`src/common/mc_bridge_macros.svh`:
```
`ifndef MC_BRIDGE_MACROS_SVH
`define MC_BRIDGE_MACROS_SVH

//////////////////////////////////////////////////////////////////////
// datapath widths
//////////////////////////////////////////////////////////////////////

// processor effective address
`define MC_EVA_WIDTH 32

`define MC_DATA_WIDTH 32

// network word address, byte offset already stripped
`define MC_ADDR_WIDTH 21

`define MC_CORD_WIDTH 4

//////////////////////////////////////////////////////////////////////
// mesh and cache geometry
//////////////////////////////////////////////////////////////////////

`define MC_NUM_TILES_X 4
`define MC_NUM_TILES_Y 4

// two vcache banks per column, one above and one below the tiles
`define VCACHE_BLOCK_WORDS 8

//////////////////////////////////////////////////////////////////////
// queue depths
//////////////////////////////////////////////////////////////////////

// in-flight transactions, sets the transaction id width
`define MAX_OUTSTANDING 4

`define CMD_FIFO_ELS 2

`endif

```
`src/common/mc_bridge_pkg.sv`:
```
`include "mc_bridge_macros.svh"

package mc_bridge_pkg;

  // address and data as seen by the processor
  typedef logic [`MC_EVA_WIDTH-1:0] eva_t;
  typedef logic [`MC_DATA_WIDTH-1:0] word_t;

  // network side
  typedef logic [`MC_ADDR_WIDTH-1:0] mc_addr_t;
  typedef logic [`MC_CORD_WIDTH-1:0] cord_t;
  typedef logic [(`MC_DATA_WIDTH/8)-1:0] mask_t;

  // one id per reorder entry
  typedef logic [$clog2(`MAX_OUTSTANDING)-1:0] trans_id_t;

  // access size, same encoding as the processor's memory messages
  typedef enum logic [1:0]
  {
    e_size_1 = 2'b00,
    e_size_2 = 2'b01,
    e_size_4 = 2'b10
  } msg_size_e;

  // packet opcode
  typedef enum logic [1:0]
  {
    e_remote_load  = 2'b00,
    e_remote_store = 2'b01
  } mc_op_e;

  // reorder entry life cycle
  typedef enum logic [1:0]
  {
    e_rob_free     = 2'b00,
    e_rob_waiting  = 2'b01,
    e_rob_returned = 2'b10
  } rob_state_e;

endpackage

```
`src/reorder/reorder_buffer.sv`:
```
`timescale 1ns/1ps
`include "mc_bridge_macros.svh"

module reorder_buffer
  (input                                 clk_i
   , input                               rst_n_i

   // allocation, together with the header of the issuing command
   , input                               alloc_i
   , input                               hdr_write_i
   , input  mc_bridge_pkg::msg_size_e    hdr_size_i
   , input  mc_bridge_pkg::eva_t         hdr_addr_i
   , output mc_bridge_pkg::trans_id_t    id_o
   , output logic                        id_v_o

   // network returns, any order
   , input                               ret_v_i
   , input  mc_bridge_pkg::trans_id_t    ret_id_i
   , input  mc_bridge_pkg::word_t        ret_data_i

   // in-order responses
   , output logic                        resp_v_o
   , output logic                        resp_write_o
   , output mc_bridge_pkg::msg_size_e    resp_size_o
   , output mc_bridge_pkg::eva_t         resp_addr_o
   , output mc_bridge_pkg::word_t        resp_data_o
   , input                               resp_yumi_i
   );

  import mc_bridge_pkg::*;

  localparam int ENTRIES = `MAX_OUTSTANDING;

  rob_state_e state_r [ENTRIES];

  // saved header and returned data per entry
  logic       write_r [ENTRIES];
  msg_size_e  size_r [ENTRIES];
  eva_t       addr_r [ENTRIES];
  word_t      data_r [ENTRIES];

  trans_id_t  alloc_id_r;
  trans_id_t  head_id_r;
  logic       retire;

  function automatic trans_id_t id_inc(trans_id_t id);
    return (id == trans_id_t'(ENTRIES - 1)) ? '0 : id + 1'b1;
  endfunction

  // ids go out and come back in the same order, so one compare each
  assign id_o     = alloc_id_r;
  assign id_v_o   = (state_r[alloc_id_r] == e_rob_free);
  assign resp_v_o = (state_r[head_id_r] == e_rob_returned);
  assign retire   = resp_v_o & resp_yumi_i;

  //////////////////////////////////////////////////////////////////////
  // entry state
  //////////////////////////////////////////////////////////////////////

  // alloc, return and retire always touch different entries
  always_ff @(posedge clk_i)
  begin
    if (!rst_n_i)
    begin
      for (int i = 0; i < ENTRIES; i++)
      begin
        state_r[i] <= e_rob_free;
      end
      alloc_id_r <= '0;
      head_id_r  <= '0;
    end
    else
    begin
      if (alloc_i)
      begin
        state_r[alloc_id_r] <= e_rob_waiting;
        alloc_id_r          <= id_inc(alloc_id_r);
      end
      if (ret_v_i)
      begin
        state_r[ret_id_i] <= e_rob_returned;
      end
      if (retire)
      begin
        state_r[head_id_r] <= e_rob_free;
        head_id_r          <= id_inc(head_id_r);
      end
    end
  end

  //////////////////////////////////////////////////////////////////////
  // header and data storage
  //////////////////////////////////////////////////////////////////////

  always_ff @(posedge clk_i)
  begin
    if (alloc_i)
    begin
      write_r[alloc_id_r] <= hdr_write_i;
      size_r[alloc_id_r]  <= hdr_size_i;
      addr_r[alloc_id_r]  <= hdr_addr_i;
    end
    if (ret_v_i)
    begin
      // store acks carry nothing back to the processor
      data_r[ret_id_i] <= write_r[ret_id_i] ? '0 : ret_data_i;
    end
  end

  assign resp_write_o = write_r[head_id_r];
  assign resp_size_o  = size_r[head_id_r];
  assign resp_addr_o  = addr_r[head_id_r];
  assign resp_data_o  = data_r[head_id_r];

endmodule

```
`src/source/cmd_fifo.sv`:
```
`timescale 1ns/1ps
`include "mc_bridge_macros.svh"

module cmd_fifo
  (input                                 clk_i
   , input                               rst_n_i
   , input                               v_i
   , input                               write_i
   , input  mc_bridge_pkg::msg_size_e    size_i
   , input  mc_bridge_pkg::eva_t         addr_i
   , input  mc_bridge_pkg::word_t        data_i
   , output logic                        ready_o
   , output logic                        v_o
   , output logic                        write_o
   , output mc_bridge_pkg::msg_size_e    size_o
   , output mc_bridge_pkg::eva_t         addr_o
   , output mc_bridge_pkg::word_t        data_o
   , input                               yumi_i
   );

  import mc_bridge_pkg::*;

  localparam int ELS   = `CMD_FIFO_ELS;
  localparam int PTR_W = (ELS > 1) ? $clog2(ELS) : 1;
  localparam int CNT_W = $clog2(ELS + 1);

  logic      write_mem [ELS];
  msg_size_e size_mem [ELS];
  eva_t      addr_mem [ELS];
  word_t     data_mem [ELS];

  logic [PTR_W-1:0] wr_ptr_r;
  logic [PTR_W-1:0] rd_ptr_r;
  logic [CNT_W-1:0] count_r;
  logic             enq;
  logic             deq;

  function automatic logic [PTR_W-1:0] ptr_inc(logic [PTR_W-1:0] ptr);
    return (ptr == PTR_W'(ELS - 1)) ? '0 : ptr + 1'b1;
  endfunction

  assign ready_o = (count_r != CNT_W'(ELS));
  assign v_o     = (count_r != '0);
  assign enq     = v_i & ready_o;
  assign deq     = v_o & yumi_i;

  // storage
  always_ff @(posedge clk_i)
  begin
    if (enq)
    begin
      write_mem[wr_ptr_r] <= write_i;
      size_mem[wr_ptr_r]  <= size_i;
      addr_mem[wr_ptr_r]  <= addr_i;
      data_mem[wr_ptr_r]  <= data_i;
    end
  end

  // pointers and occupancy
  always_ff @(posedge clk_i)
  begin
    if (!rst_n_i)
    begin
      wr_ptr_r <= '0;
      rd_ptr_r <= '0;
      count_r  <= '0;
    end
    else
    begin
      if (enq)
        wr_ptr_r <= ptr_inc(wr_ptr_r);
      if (deq)
        rd_ptr_r <= ptr_inc(rd_ptr_r);
      if (enq & ~deq)
        count_r <= count_r + 1'b1;
      else if (deq & ~enq)
        count_r <= count_r - 1'b1;
    end
  end

  assign write_o = write_mem[rd_ptr_r];
  assign size_o  = size_mem[rd_ptr_r];
  assign addr_o  = addr_mem[rd_ptr_r];
  assign data_o  = data_mem[rd_ptr_r];

endmodule

```
`src/source/mc_bridge_top.sv`:
```
`timescale 1ns/1ps

module mc_bridge_top
  (input                                 clk_i
   , input                               rst_n_i

   // processor command
   , input                               cmd_v_i
   , input                               cmd_write_i
   , input  mc_bridge_pkg::msg_size_e    cmd_size_i
   , input  mc_bridge_pkg::eva_t         cmd_addr_i
   , input  mc_bridge_pkg::word_t        cmd_data_i
   , output logic                        cmd_ready_o

   // packet to the mesh
   , output logic                        pkt_v_o
   , output mc_bridge_pkg::mc_op_e       pkt_op_o
   , output mc_bridge_pkg::cord_t        pkt_x_o
   , output mc_bridge_pkg::cord_t        pkt_y_o
   , output mc_bridge_pkg::mc_addr_t     pkt_addr_o
   , output mc_bridge_pkg::trans_id_t    pkt_reg_id_o
   , output mc_bridge_pkg::word_t        pkt_data_o
   , output mc_bridge_pkg::mask_t        pkt_mask_o
   , output logic                        pkt_byte_o
   , output logic                        pkt_half_o
   , output logic [1:0]                  pkt_part_sel_o
   , input                               pkt_ready_i

   // returns from the mesh
   , input                               ret_v_i
   , input  mc_bridge_pkg::trans_id_t    ret_id_i
   , input  mc_bridge_pkg::word_t        ret_data_i

   // processor response
   , output logic                        resp_v_o
   , output logic                        resp_write_o
   , output mc_bridge_pkg::msg_size_e    resp_size_o
   , output mc_bridge_pkg::eva_t         resp_addr_o
   , output mc_bridge_pkg::word_t        resp_data_o
   , input                               resp_yumi_i
   );

  import mc_bridge_pkg::*;

  // head of the command queue
  logic      head_v;
  logic      head_write;
  msg_size_e head_size;
  eva_t      head_addr;
  word_t     head_data;

  trans_id_t free_id;
  logic      free_id_v;
  logic      issue;

  cmd_fifo u_cmd_fifo
    (.clk_i(clk_i)
     , .rst_n_i(rst_n_i)
     , .v_i(cmd_v_i)
     , .write_i(cmd_write_i)
     , .size_i(cmd_size_i)
     , .addr_i(cmd_addr_i)
     , .data_i(cmd_data_i)
     , .ready_o(cmd_ready_o)
     , .v_o(head_v)
     , .write_o(head_write)
     , .size_o(head_size)
     , .addr_o(head_addr)
     , .data_o(head_data)
     , .yumi_i(issue)
     );

  //////////////////////////////////////////////////////////////////////
  // issue
  //////////////////////////////////////////////////////////////////////

  // a packet is offered only once an id is free for it
  assign pkt_v_o = head_v & free_id_v;
  // one strobe pops the queue and allocates the id
  assign issue = pkt_v_o & pkt_ready_i;

  packet_builder u_packet_builder
    (.write_i(head_write)
     , .size_i(head_size)
     , .addr_i(head_addr)
     , .data_i(head_data)
     , .id_i(free_id)
     , .op_o(pkt_op_o)
     , .x_o(pkt_x_o)
     , .y_o(pkt_y_o)
     , .mc_addr_o(pkt_addr_o)
     , .reg_id_o(pkt_reg_id_o)
     , .data_o(pkt_data_o)
     , .mask_o(pkt_mask_o)
     , .byte_o(pkt_byte_o)
     , .half_o(pkt_half_o)
     , .part_sel_o(pkt_part_sel_o)
     );

  reorder_buffer u_reorder_buffer
    (.clk_i(clk_i)
     , .rst_n_i(rst_n_i)
     , .alloc_i(issue)
     , .hdr_write_i(head_write)
     , .hdr_size_i(head_size)
     , .hdr_addr_i(head_addr)
     , .id_o(free_id)
     , .id_v_o(free_id_v)
     , .ret_v_i(ret_v_i)
     , .ret_id_i(ret_id_i)
     , .ret_data_i(ret_data_i)
     , .resp_v_o(resp_v_o)
     , .resp_write_o(resp_write_o)
     , .resp_size_o(resp_size_o)
     , .resp_addr_o(resp_addr_o)
     , .resp_data_o(resp_data_o)
     , .resp_yumi_i(resp_yumi_i)
     );

endmodule

```
`src/xlate/dram_hash.sv`:
```
`timescale 1ns/1ps
`include "mc_bridge_macros.svh"

module dram_hash
  (input  mc_bridge_pkg::eva_t           addr_i
   , output mc_bridge_pkg::cord_t        x_o
   , output mc_bridge_pkg::cord_t        y_o
   , output mc_bridge_pkg::mc_addr_t     mc_addr_o
   );

  import mc_bridge_pkg::*;

  // remote eva: {remote, set index, bank, word offset, byte offset}
  localparam int OFFSET_W  = $clog2(`VCACHE_BLOCK_WORDS);
  localparam int BANK_W    = $clog2(2 * `MC_NUM_TILES_X);
  localparam int X_W       = $clog2(`MC_NUM_TILES_X);
  localparam int INDEX_LSB = 2 + OFFSET_W + BANK_W;
  localparam int INDEX_W   = `MC_EVA_WIDTH - 1 - INDEX_LSB;
  localparam int SET_W     = `MC_ADDR_WIDTH - OFFSET_W;

  logic [OFFSET_W-1:0] word_offset;
  logic [BANK_W-1:0]   bank;
  logic [INDEX_W-1:0]  set_index;

  assign word_offset = addr_i[2 +: OFFSET_W];
  assign bank        = addr_i[2 + OFFSET_W +: BANK_W];
  assign set_index   = addr_i[INDEX_LSB +: INDEX_W];

  // low bank bits pick the column
  assign x_o = cord_t'(bank[X_W-1:0]);

  // top bank bit: dram row directly below the tiles, else the top edge
  assign y_o = bank[BANK_W-1] ? cord_t'(`MC_NUM_TILES_Y + 1) : '0;

  // set index resized to leave room for the word offset
  assign mc_addr_o = {SET_W'(set_index), word_offset};

endmodule

```
`src/xlate/packet_builder.sv`:
```
`timescale 1ns/1ps
`include "mc_bridge_macros.svh"

module packet_builder
  (input                                 write_i
   , input  mc_bridge_pkg::msg_size_e    size_i
   , input  mc_bridge_pkg::eva_t         addr_i
   , input  mc_bridge_pkg::word_t        data_i
   , input  mc_bridge_pkg::trans_id_t    id_i
   , output mc_bridge_pkg::mc_op_e       op_o
   , output mc_bridge_pkg::cord_t        x_o
   , output mc_bridge_pkg::cord_t        y_o
   , output mc_bridge_pkg::mc_addr_t     mc_addr_o
   , output mc_bridge_pkg::trans_id_t    reg_id_o
   , output mc_bridge_pkg::word_t        data_o
   , output mc_bridge_pkg::mask_t        mask_o
   , output logic                        byte_o
   , output logic                        half_o
   , output logic [1:0]                  part_sel_o
   );

  import mc_bridge_pkg::*;

  localparam int X_LSB = 2 + `MC_ADDR_WIDTH;
  localparam int Y_LSB = X_LSB + `MC_CORD_WIDTH;

  //////////////////////////////////////////////////////////////////////
  // address decode
  //////////////////////////////////////////////////////////////////////

  // local eva: {0, y, x, word address, byte offset}
  logic       remote;
  cord_t      y_cord;
  cord_t      x_cord;
  mc_addr_t   local_addr;
  logic [1:0] low_bits;

  cord_t      hash_x;
  cord_t      hash_y;
  mc_addr_t   hash_addr;
  mask_t      store_mask;

  assign remote     = addr_i[`MC_EVA_WIDTH-1];
  assign y_cord     = addr_i[Y_LSB +: `MC_CORD_WIDTH];
  assign x_cord     = addr_i[X_LSB +: `MC_CORD_WIDTH];
  assign local_addr = addr_i[2 +: `MC_ADDR_WIDTH];
  assign low_bits   = addr_i[1:0];

  dram_hash u_dram_hash
    (.addr_i(addr_i)
     , .x_o(hash_x)
     , .y_o(hash_y)
     , .mc_addr_o(hash_addr)
     );

  assign x_o       = remote ? hash_x : x_cord;
  assign y_o       = remote ? hash_y : y_cord;
  assign mc_addr_o = remote ? hash_addr : local_addr;
  assign reg_id_o  = id_i;

  //////////////////////////////////////////////////////////////////////
  // opcode and payload
  //////////////////////////////////////////////////////////////////////

  // byte lanes written, aligned to the offset within the word
  always_comb
  begin
    case (size_i)
      e_size_1: store_mask = mask_t'(4'h1 << low_bits);
      e_size_2: store_mask = mask_t'(4'h3 << low_bits);
      default:  store_mask = mask_t'(4'hf << low_bits);
    endcase
  end

  always_comb
  begin
    op_o       = e_remote_load;
    data_o     = '0;
    mask_o     = '0;
    byte_o     = 1'b0;
    half_o     = 1'b0;
    part_sel_o = '0;
    if (write_i)
    begin
      op_o   = e_remote_store;
      data_o = data_i;
      mask_o = store_mask;
    end
    else
    begin
      // load info, so the tile returns the right sub-word
      byte_o     = (size_i == e_size_1);
      half_o     = (size_i == e_size_2);
      part_sel_o = low_bits;
    end
  end

endmodule
```
`config.mk`:
```
export PLATFORM = sky130hd
export DESIGN_NAME = mc_bridge_top
export DESIGN_NICKNAME = d
export VERILOG_FILES = /design/src/common/mc_bridge_pkg.sv /design/src/reorder/reorder_buffer.sv /design/src/source/cmd_fifo.sv /design/src/source/mc_bridge_top.sv /design/src/xlate/dram_hash.sv /design/src/xlate/packet_builder.sv
export VERILOG_INCLUDE_DIRS = /design/src /design/src/common
export SDC_FILE = /design/constraint.sdc
export NUM_CORES = 1
export LEC_CHECK = 0
export BUFFER_PORTS_ARGS = -buffer_cell sky130_fd_sc_hd__buf_2
export CAP_MARGIN = 10
export CORE_UTILIZATION = 57
export CTS_CLUSTER_SIZE = 30
export DETAILED_ROUTE_END_ITERATION = 16
export PLACE_DENSITY = 0.81
export SYNTH_ARGS = -nofsm -noshare
export SYNTH_HDL_FRONTEND = slang
export SYNTH_SLANG_ARGS = --single-unit
```
`constraint.sdc`:
```
create_clock -name clk_i -period 5.2 [get_ports clk_i]
set_clock_uncertainty 0.2 [all_clocks]
set_input_delay 0.26 -clock clk_i [delete_from_list [all_inputs] [get_ports clk_i]]
set_output_delay 0.26 -clock clk_i [all_outputs]
set_load 0.1 [all_outputs]
```
## After elaboration in Yosys (flattened, before gate mapping)

Memory sizes are Yosys's and may differ from the RTL's. A register that Yosys moved wholly into a read port is not among the register bits.
Cells that the tools add are included.

- Output and inout port bits: 143
- Bits of input ports: 107
- Memories: 9
- Register bits after elaboration: 8
- Memory bits (writable): 410

- Bitwise operators: 9
- Equal/unequal tests: 5
- Shifts and indexed selects: 3
- Add/sub/neg operators: 6
- Reduce and logical (&&, ||, !) cells: 7
- Muxes and demuxes: 61

Memory list:

| memory | depth | width | rd ports | clocked after memory_dff | wr ports | RTL line | text |
|---|---|---|---|---|---|---|---|
| u_reorder_buffer.addr_r | 4 | 32 | 1 | 1 | 1 | reorder_buffer.sv:39 | `eva_t addr_r [ENTRIES];` |
| u_reorder_buffer.data_r | 4 | 32 | 1 | 1 | 1 | reorder_buffer.sv:40 | `word_t data_r [ENTRIES];` |
| u_cmd_fifo.addr_mem | 2 | 32 | 1 | 1 | 1 | cmd_fifo.sv:29 | `eva_t addr_mem [ELS];` |
| u_cmd_fifo.data_mem | 2 | 32 | 1 | 1 | 1 | cmd_fifo.sv:30 | `word_t data_mem [ELS];` |
| u_reorder_buffer.size_r | 4 | 2 | 1 | 1 | 1 | reorder_buffer.sv:38 | `msg_size_e size_r [ENTRIES];` |
| u_reorder_buffer.state_r | 4 | 2 | 2 | 2 | 4 | reorder_buffer.sv:34 | `rob_state_e state_r [ENTRIES];` |
| 3 more memories | n/a | n/a | n/a | n/a | n/a | n/a |  |

Operators by type and width:

| kind | count |
|---|---|
| 32-bit two-way mux | 2 |
| 2-bit two-way mux | 23 |
| 1-bit two-way mux | 30 |
| 21-bit two-way mux | 1 |
| 4-bit two-way mux | 3 |
| 4-bit case mux with 2 select lines | 1 |
| 1-bit AND | 7 |
| 2-bit by 1-bit adder with 2-bit output (second input constant) | 3 |
| 2-bit == test (second input constant) | 3 |
| 2-bit OR reduction | 3 |
| 2-bit zero test | 2 |
| 2-bit nonzero test | 2 |
| 1-bit by 2-bit left shift with 4-bit output (first input constant) | 1 |
| 2-bit by 2-bit left shift with 4-bit output (first input constant) | 1 |
| 4-bit by 2-bit left shift with 4-bit output (first input constant) | 1 |
| 3-bit two-way mux | 1 |
| 1-bit adder (second input constant) | 2 |
| 2-bit by 1-bit == test with 1-bit output (second input constant) | 1 |
| 2-bit inequality test (second input constant) | 1 |
| 1-bit NOT | 2 |
| 2-bit by 1-bit subtractor with 2-bit output (second input constant) | 1 |

## Depth between registers and ports, before layout

Gate-level depths: netlist (run 1).

- Depth after elaboration: 8
- Gate-level depth with buffers: 9
- Mapped depth without buffers: 8

## Hierarchy

Synthesis (run 1) repeated with hierarchy kept, for this count alone.

- Cells, all modules: 828
- Area total of the unflattened synthesis: 16746.1 µm²

Modules (own cells, without submodules):

| module | instances | area each (µm²) | cells an instance |
|---|---|---|---|
| reorder_buffer | 1 | 10716.5 | 477 |
| cmd_fifo | 1 | 5077.4 | 232 |
| packet_builder | 1 | 718.2 | 87 |
| dram_hash | 1 | 221.5 | 30 |
| mc_bridge_top | 1 | 12.5 | 2 |

## Least setup slack after synthesis (run 1)

No wires, ideal clock.

- Kind: register to register
- From: register u_cmd_fifo.count_r[0]
- To: memory u_cmd_fifo.addr_mem[0][0] (netlist name), enable pin
- Stages on the path, launching flop included: 4
- Required time: 4507 ps
- Data arrival time: 4320 ps
- Setup slack: 187 ps
- Clock period less this slack: 5013 ps
- Path through: dfxtp_1 nand2b_1 nand2_1 nor2_1

- Cells in the longest elaborated chain, start to end: 4

Ends and longest elaborated chain:

| element | RTL line | text |
|---|---|---|
| from (decl) | cmd_fifo.sv:34 | `logic [CNT_W-1:0] count_r;` |
| from (signal assigned) | cmd_fifo.sv:75 | `count_r <= count_r + 1'b1;` |
| from (signal assigned) | cmd_fifo.sv:77 | `count_r <= count_r - 1'b1;` |
| 2-bit inequality test | cmd_fifo.sv:42 | `assign ready_o = (count_r != CNT_W'(ELS));` |
| named net cmd_ready_o | mc_bridge_top.sv:13 | `, output logic cmd_ready_o` |
| 1-bit AND | cmd_fifo.sv:44 | `assign enq = v_i & ready_o;` |
| 1-bit two-way mux | cmd_fifo.sv:50 | `if (enq)` |
| 1-bit two-way mux (implied by the code) | cmd_fifo.sv:54 | `addr_mem[wr_ptr_r] <= addr_i;` |
| to (decl) | cmd_fifo.sv:29 |  |

The timed path passes the listed nets, and every way through them passes these cells.

==> results of run 1 <==
## cell type report
class                      count  share of cell area, %
antenna                        2                 0.0247
clock buffer                  60                   5.68
clock inverter                15                  0.723
inverter                      13                  0.241
multi-input combinational    376                   17.7
sequential                   423                   61.7
tap                          378                   2.33
timing repair buffer         362                   11.6
## metal layers
metal  up-vias  track usage, %
li1       4020               -
met4         0            8.70
met5         -               0
met2       446            43.5
met1      4505            29.4
met3        91            5.36
## stage by stage
| step | utilization (%) | cell area (um^2) | setup WS, ns |
|---|---|---|---|
| 3_5_place_dp | 64.2 | 17900 | 1.96 |
| 3_3_place_gp | 64.2 | 17900 | 2.00 |
| 2_1_floorplan | - | 16300 | 0.187 |
| 6_report | 72.5 | 20300 | 1.24 |
| 5_1_grt | 72.5 | 20300 | 1.14 |
| 4_1_cts | 72.5 | 20300 | 1.39 |
## registers in the layout, indices dropped and copies added, names as in the netlist, named ones only
name,flops
u_reorder_buffer.addr_r,128
u_reorder_buffer.data_r,128
u_cmd_fifo.addr_mem,64
u_cmd_fifo.data_mem,64
u_reorder_buffer.size_r,8
u_reorder_buffer.state_r,8
u_cmd_fifo.size_mem,4
u_reorder_buffer.write_r,4
u_cmd_fifo.count_r,2
u_cmd_fifo.write_mem,2
u_reorder_buffer.head_id_r,2
u_reorder_buffer.id_o,2
u_cmd_fifo.rd_ptr_r,1
u_cmd_fifo.wr_ptr_r,1
## worst paths after layout
| path | start | endpoint | slack [ns] | cells after the start |
|---|---|---|---|---|
| max | register | pkt_half_o | 1.24 | 4 |
| min | cmd_v_i | u_cmd_fifo.wr_ptr_r$_SDFFE_PN0P_ | 0.03 | 4 |
| max reg2reg | register | u_reorder_buffer.head_id_r[1]$_SDFFE_PN0N_ | 2.27 | 4 |
| min reg2reg | u_reorder_buffer.state_r[3][0]$_SDFFE_PP0P_ | u_reorder_buffer.state_r[3][0]$_SDFFE_PP0P_ | 0.29 | 2 |
## cells in the final DEF, fill, tap and decap left out, types with 2 or more instances in the layout
cell type      count
dfxtp_4            3
nor3b_1            4
nor2b_1           32
bufinv_16          3
xnor2_1            2
mux2i_1           42
nand3_1            2
mux2_2            24
a21oi_1            5
dlygate4sd3_1    103
inv_2              4
edfxtp_1         402
ha_1               9
dfxtp_1           18
and3b_1            2
mux4_2            70
buf_2            248
a211oi_1           2
clkbuf_1          16
nor2_1           114
buf_4             11
diode_2            2
nand2_1           18
and2_1             6
nand2b_1          10
and2_2             4
nor3_1             4
clkinv_2           5
clkbuf_16         43
inv_1              9
clkinv_1           6
mux2_1             5
o21ai_1            5
## cells by family (layout without fill, tap and decap cells)
kind of cell,after synthesis,in the layout,share of synthesized area (%)
and+or+nand+nor,203,203,5.86
adders and majority gates,9,9,0.690
buffers and inverters,54,450,1.71
other,1,3,0.0230
xor gates and xnor gates,3,3,0.161
muxes,143,143,14.4
AOI/OAI and AO/OA,17,17,0.606
DFF,423,423,76.6
## where the power goes
group	switching (mW)	internal [mW]	total, mW
Sequential	0.190	4.25	4.44
Clock	1.18	1.68	2.87
Combinational	3.43	0.742	4.17
## worst max-delay path, cell delays in order, from the launching register on
cell     delay (ns)
dfxtp_4        0.86
mux2i_4        1.04
nand2_1        0.24
nor2_1         0.31
buf_2          0.50
==> reports/results.txt, run 1 <==
WHS = 0.0341 ns
Multi-input logic area = 3580 um^2
Die Y-Extent = 171 um
Clock sinks = 423
Starting Density = 58.4%
Wirelength per Cell = 21.7 um
HP Class = in -> reg
DR pass1 iterations = 5
Hold Fails Final Rpt = 0
Fmax = 252 MHz
Final setup violation count = 0
Post-Synthesis Cell Area = 16300 um^2
Layout cell share with drive strength beyond 1 = 33.9%
Synthesized flop and latch total = 423
Vias = 9062
DR vias/cell = 5.56
Post-synth ARST share = 0%
Main synth FF type = edfxtp_1
Post-synthesis instance total = 853
Final period util = 76.2%
Slew Limit Headroom = 22.8%
Library cells used by synthesis = 38
Routability cong. = 0.793
CTS Buf Count = 41
Actual slew at the worst max-slew pin = 1.13 ns
Crit start category = register
Maxcap violations = 0
Post-CTS Resized = 0
Clk_lat worst skew = 0.53 ns
Initial antenna violation count = 1
PwrDens = 567 nW/um^2
Area delta synth->final = 24.2%
Sequential area share after synthesis = 76.6%
Post-route minimum period = 3.96 ns
Placed Cells = 1449
Port Buffers = 248
Setup Buffers After CTS = 0
Peak VDD IR = 0.493 mV
Fillers = 1644
RSZ-0062 raised after global routing = false
CTS Buffer Depth = 3
Hold-fix buffers at CTS = 103
Die Wd = 171 um
Setup Crit Path Kind = reg -> out
CTS tree = done
Warnings, synthesis = 0
Die area = 29300 um^2
Setup TNS = 0 ns
Met3 WL post-DR = 2630 um
Detail Route Antenna Nets = 0
Synth area leaders = edfxtp_1 74%, mux4_2 9.7%, nor2_1 2.6%
Post-DP HPWL = 19400 um
CTS root buffer = clkbuf_16
CP max FO = 45
FP Rows = 61
Mean post-synth cell area = 19.1 um^2
Status = complete, no violations
Most common cell in the netlist = edfxtp_1
Overflow after GRT = 0
Clock slew at reported path FFs = 0.06 ns
Crit path required time = 4.74 ns
Number of flops mapped to enable cells by yosys = 402
Final Max Tran Viols = 0
Critical path endpoint category = output port
Syn nets = 969
WL met2 = 18400 um
Gr usage total = 24.5%
Lkg Pwr = 7.18 nW
Fin cells = 1629
H-tree Lvls = 2
DR iter-0 viols = 853
Vias in the first global route = 9632
Power Total = 11.5 mW
CORE AREA = 27900 um^2
Drt drc = 0
NumNets Final = 1333
Largest net degree at the start of global routing = 69
Yosys top cell area share = 74.0%
First-pass GRT wire length = 53000 um
Routed WL = 35400 um
# IOs = 250
Post-synth top cells = 402 x edfxtp_1, 115 x nor2_1, 70 x mux4_2
Area leader, netlist = edfxtp_1
FF/Latch Area = 12500 um^2
Met1 wire length = 13200 um
Data arrival time of the critical path = 3.50 ns
Top Metal Used = met4
Power figures use the tool's default switching activity.
==> inputs of run 2 (changes only) <==
ABC_AREA = 1   (was not set)
CORE_UTILIZATION = 51   (was 57)
PLACE_DENSITY = 0.76   (was 0.81)
clock period = 3.2 ns   (was 5.2 ns; I/O delays follow)
==> run 2 against run 1 <==
Against the previous run:
- cell area increased by 9.1%
- total power is 99% higher
- via count increased by 29%
- count of clock-buffer cells in the layout is 8 lower
- die area grew 14%
- worst setup slack lost 1.0 ns
- first-iteration DRC count up 8.9%
- sequential cell count did not move
- sequential power is 61% higher
- cell count grew 35%
- critical path depth rose by 1
- synthesized area is 2.5% higher
- highest routed layer unchanged
==> reports/results.txt, run 2 <==
Setup Buffers After CTS = 0
RSZ-0062 raised after global routing = false
Die Wd = 183 um
Clock slew at reported path FFs = 0.06 ns
Worst path bufs/invs = 3
Maxcap violations = 0
Library cells used by synthesis = 33
Syn nets = 1486
Crit-path cells = inv_4 > buf_12 > o21ai_0 > o22ai_1 > buf_2
DR vias/cell = 5.30
Initial antenna violation count = 0
Vias in the first global route = 11700
Synth area leaders = edfxtp_1 72%, nand2_1 5.8%, nor2_1 4.6%
CP max FO = 64
Gr usage total = 24.4%
Fin cells = 2201
DR iter-0 viols = 929
Antenna Cells = 0
Layout cell share with drive strength beyond 1 = 21.6%
Post-synth top cells = 402 x edfxtp_1, 258 x nand2_1, 204 x nor2_1
Peak VDD IR = 0.935 mV
Actual slew at the worst max-slew pin = 0.731 ns
Sequential area share after synthesis = 74.7%
Slew Limit Headroom = 51.1%
H-tree Lvls = 2
PwrDens = 1030 nW/um^2
CTS Buf Count = 43
Finished Cell Area = 22100 um^2
Number of flops mapped to enable cells by yosys = 402
Commonest non-fill, non-tap cell in the layout = edfxtp_1
Final Max Tran Viols = 0
First-pass GRT wire length = 62700 um
Setup slack, reg-to-reg = 0.55 ns
Post-layout worst setup margin = 0.221 ns
Post-Synthesis Cell Area = 16700 um^2
Vias = 11700
Post-synthesis instance total = 1370
Yosys top cell area share = 72.2%
Detail Route Antenna Nets = 0
Int Pwr = 12.4 mW
Crit path required time = 2.84 ns
Synthesized flop and latch total = 423
Post-DP HPWL = 24200 um
DR pass1 iterations = 7
Warnings, synthesis = 0
Area leader, netlist = edfxtp_1
Post-synth ARST share = 0%
Critical path endpoint category = output port
Flop pwr share = 31.4%
Clock sinks = 423
Slowest stage cell, crit path = buf_2
Main synth FF type = edfxtp_1
Most common cell in the netlist = edfxtp_1
Placed Area = 19600 um^2
CORE AREA = 31900 um^2
Port Buffers = 248
Place WS = 0.679 ns
Mean post-synth cell area = 12.2 um^2
Net Sw Frac = 45.7%
CTS tree = done
Power Total = 22.8 mW
Data arrival time of the critical path = 2.62 ns
Logic pwr share = 46.9%
Post-route minimum period = 2.98 ns
Sw Pwr = 10.4 mW
# IOs = 250
Die Y-Extent = 183 um
Drt drc = 0
Routability cong. = 0.802
Setup TNS = 0 ns
Final period util = 93.1%
Most frequent cells in the layout = 402 x edfxtp_1, 258 x nand2_1, 196 x nor2_1
NumNets Final = 1847
Crit start category = register
CP peak stage delay = 0.49 ns
Crit path max-delay family = buffers and inverters
Clk_lat worst skew = 0.56 ns
Starting Density = 52.4%
FP Rows = 65
Area delta synth->final = 32.2%
Setup Crit Path Kind = reg -> out
WHS = 0.129 ns
Clock Power Share = 21.7%
Hold Fails Final Rpt = 0
CTS root buffer = clkbuf_16
Routed WL = 41100 um
Final core occ = 69.3%
Overflow after GRT = 0
Wirelength per Cell = 18.7 um
Fmax = 336 MHz
Die area = 33500 um^2
HP Class = in -> reg
Status = complete, no violations
Largest net degree at the start of global routing = 65
Placed Cells = 2010
Lkg Pwr = 8.75 nW
CTS Buffer Depth = 3
Top flop regs = u_reorder_buffer.addr_r: 128 flops, u_reorder_buffer.data_r: 128 flops
Final setup violation count = 0
## run 2: cell types whose count changed in the layout (fill, tap and decap cells not counted), moves of 13 or more
cell / previous run / this run
o22ai_1: 0 / 68
inv_1: 9 / 103
mux4_2: 70 / 0
mux2_2: 24 / 0
o21ai_0: 1 / 148
mux2i_1: 42 / 0
nor2_1: 114 / 196
nor2b_1: 32 / 0
buf_4: 11 / 24
buf_12: 0 / 72
buf_2: 248 / 183
nand2_1: 18 / 258
## run 2: worst paths after layout
path / from / endpoint / cells past startpoint
setup / recovery: register / resp_data_o[17] / 5
hold / removal: cmd_addr_i[21] / u_cmd_fifo.addr_mem[1][21]$_DFFE_PP_ / 2
setup reg to reg: register / u_reorder_buffer.state_r[1][0]$_SDFFE_PP0P_ / 11
hold reg to reg: u_cmd_fifo.rd_ptr_r$_SDFFE_PN0P_ / u_cmd_fifo.rd_ptr_r$_SDFFE_PN0P_ / 1
## run 2: timing repair
item / 4_1_cts / 5_1_grt
endpoints found under the hold margin: 298 / 0
endpoints found under the setup margin: 0 / 1
hold buffers: 111 / 0
resized for setup: 0 / 3
## run 2: cell type report
class                   count  area, um^2
clock buffers              52        1150
clock inverters            28         265
fillers                  2127        9780
inverters                 109         414
multi-input cells         764        3580
flip-flops and latches    423       12500
well taps                 435         544
repair buffers            390        3650
## run 2: logic make-up after synthesis
logic type | after synthesis | share of synthesized area, %
buffers and inverters | 183 | 4.41
DFF | 423 | 74.7
adders and majority gates | 9 | 0.674
and+or+nand+nor | 493 | 11.6
AOI/OAI and AO/OA | 260 | 8.57
xor gates and xnor gates | 1 | 0.0524
other | 1 | 0.0224
## run 2: power by group through the flow
stage	logic (mW)	registers, mW	clock network, mW
4_1_cts	10.7	7.15	5.04
5_1_grt	11.1	7.20	5.26
3_3_place_gp	10.4	7.24	0
3_5_place_dp	10.5	7.27	0
2_1_floorplan	7.34	7.24	0
6_report	10.7	7.16	4.96
## run 2: metal layers
layer / wire (um) / GRT usage, % / vias to the layer above
met5: 0 / 0 / -
met4: 1010 / 7.70 / 0
met3: 3960 / 6.49 / 72
met2: 20700 / 42.4 / 504
met1: 15500 / 29.6 / 5600
li1: - / - / 5486
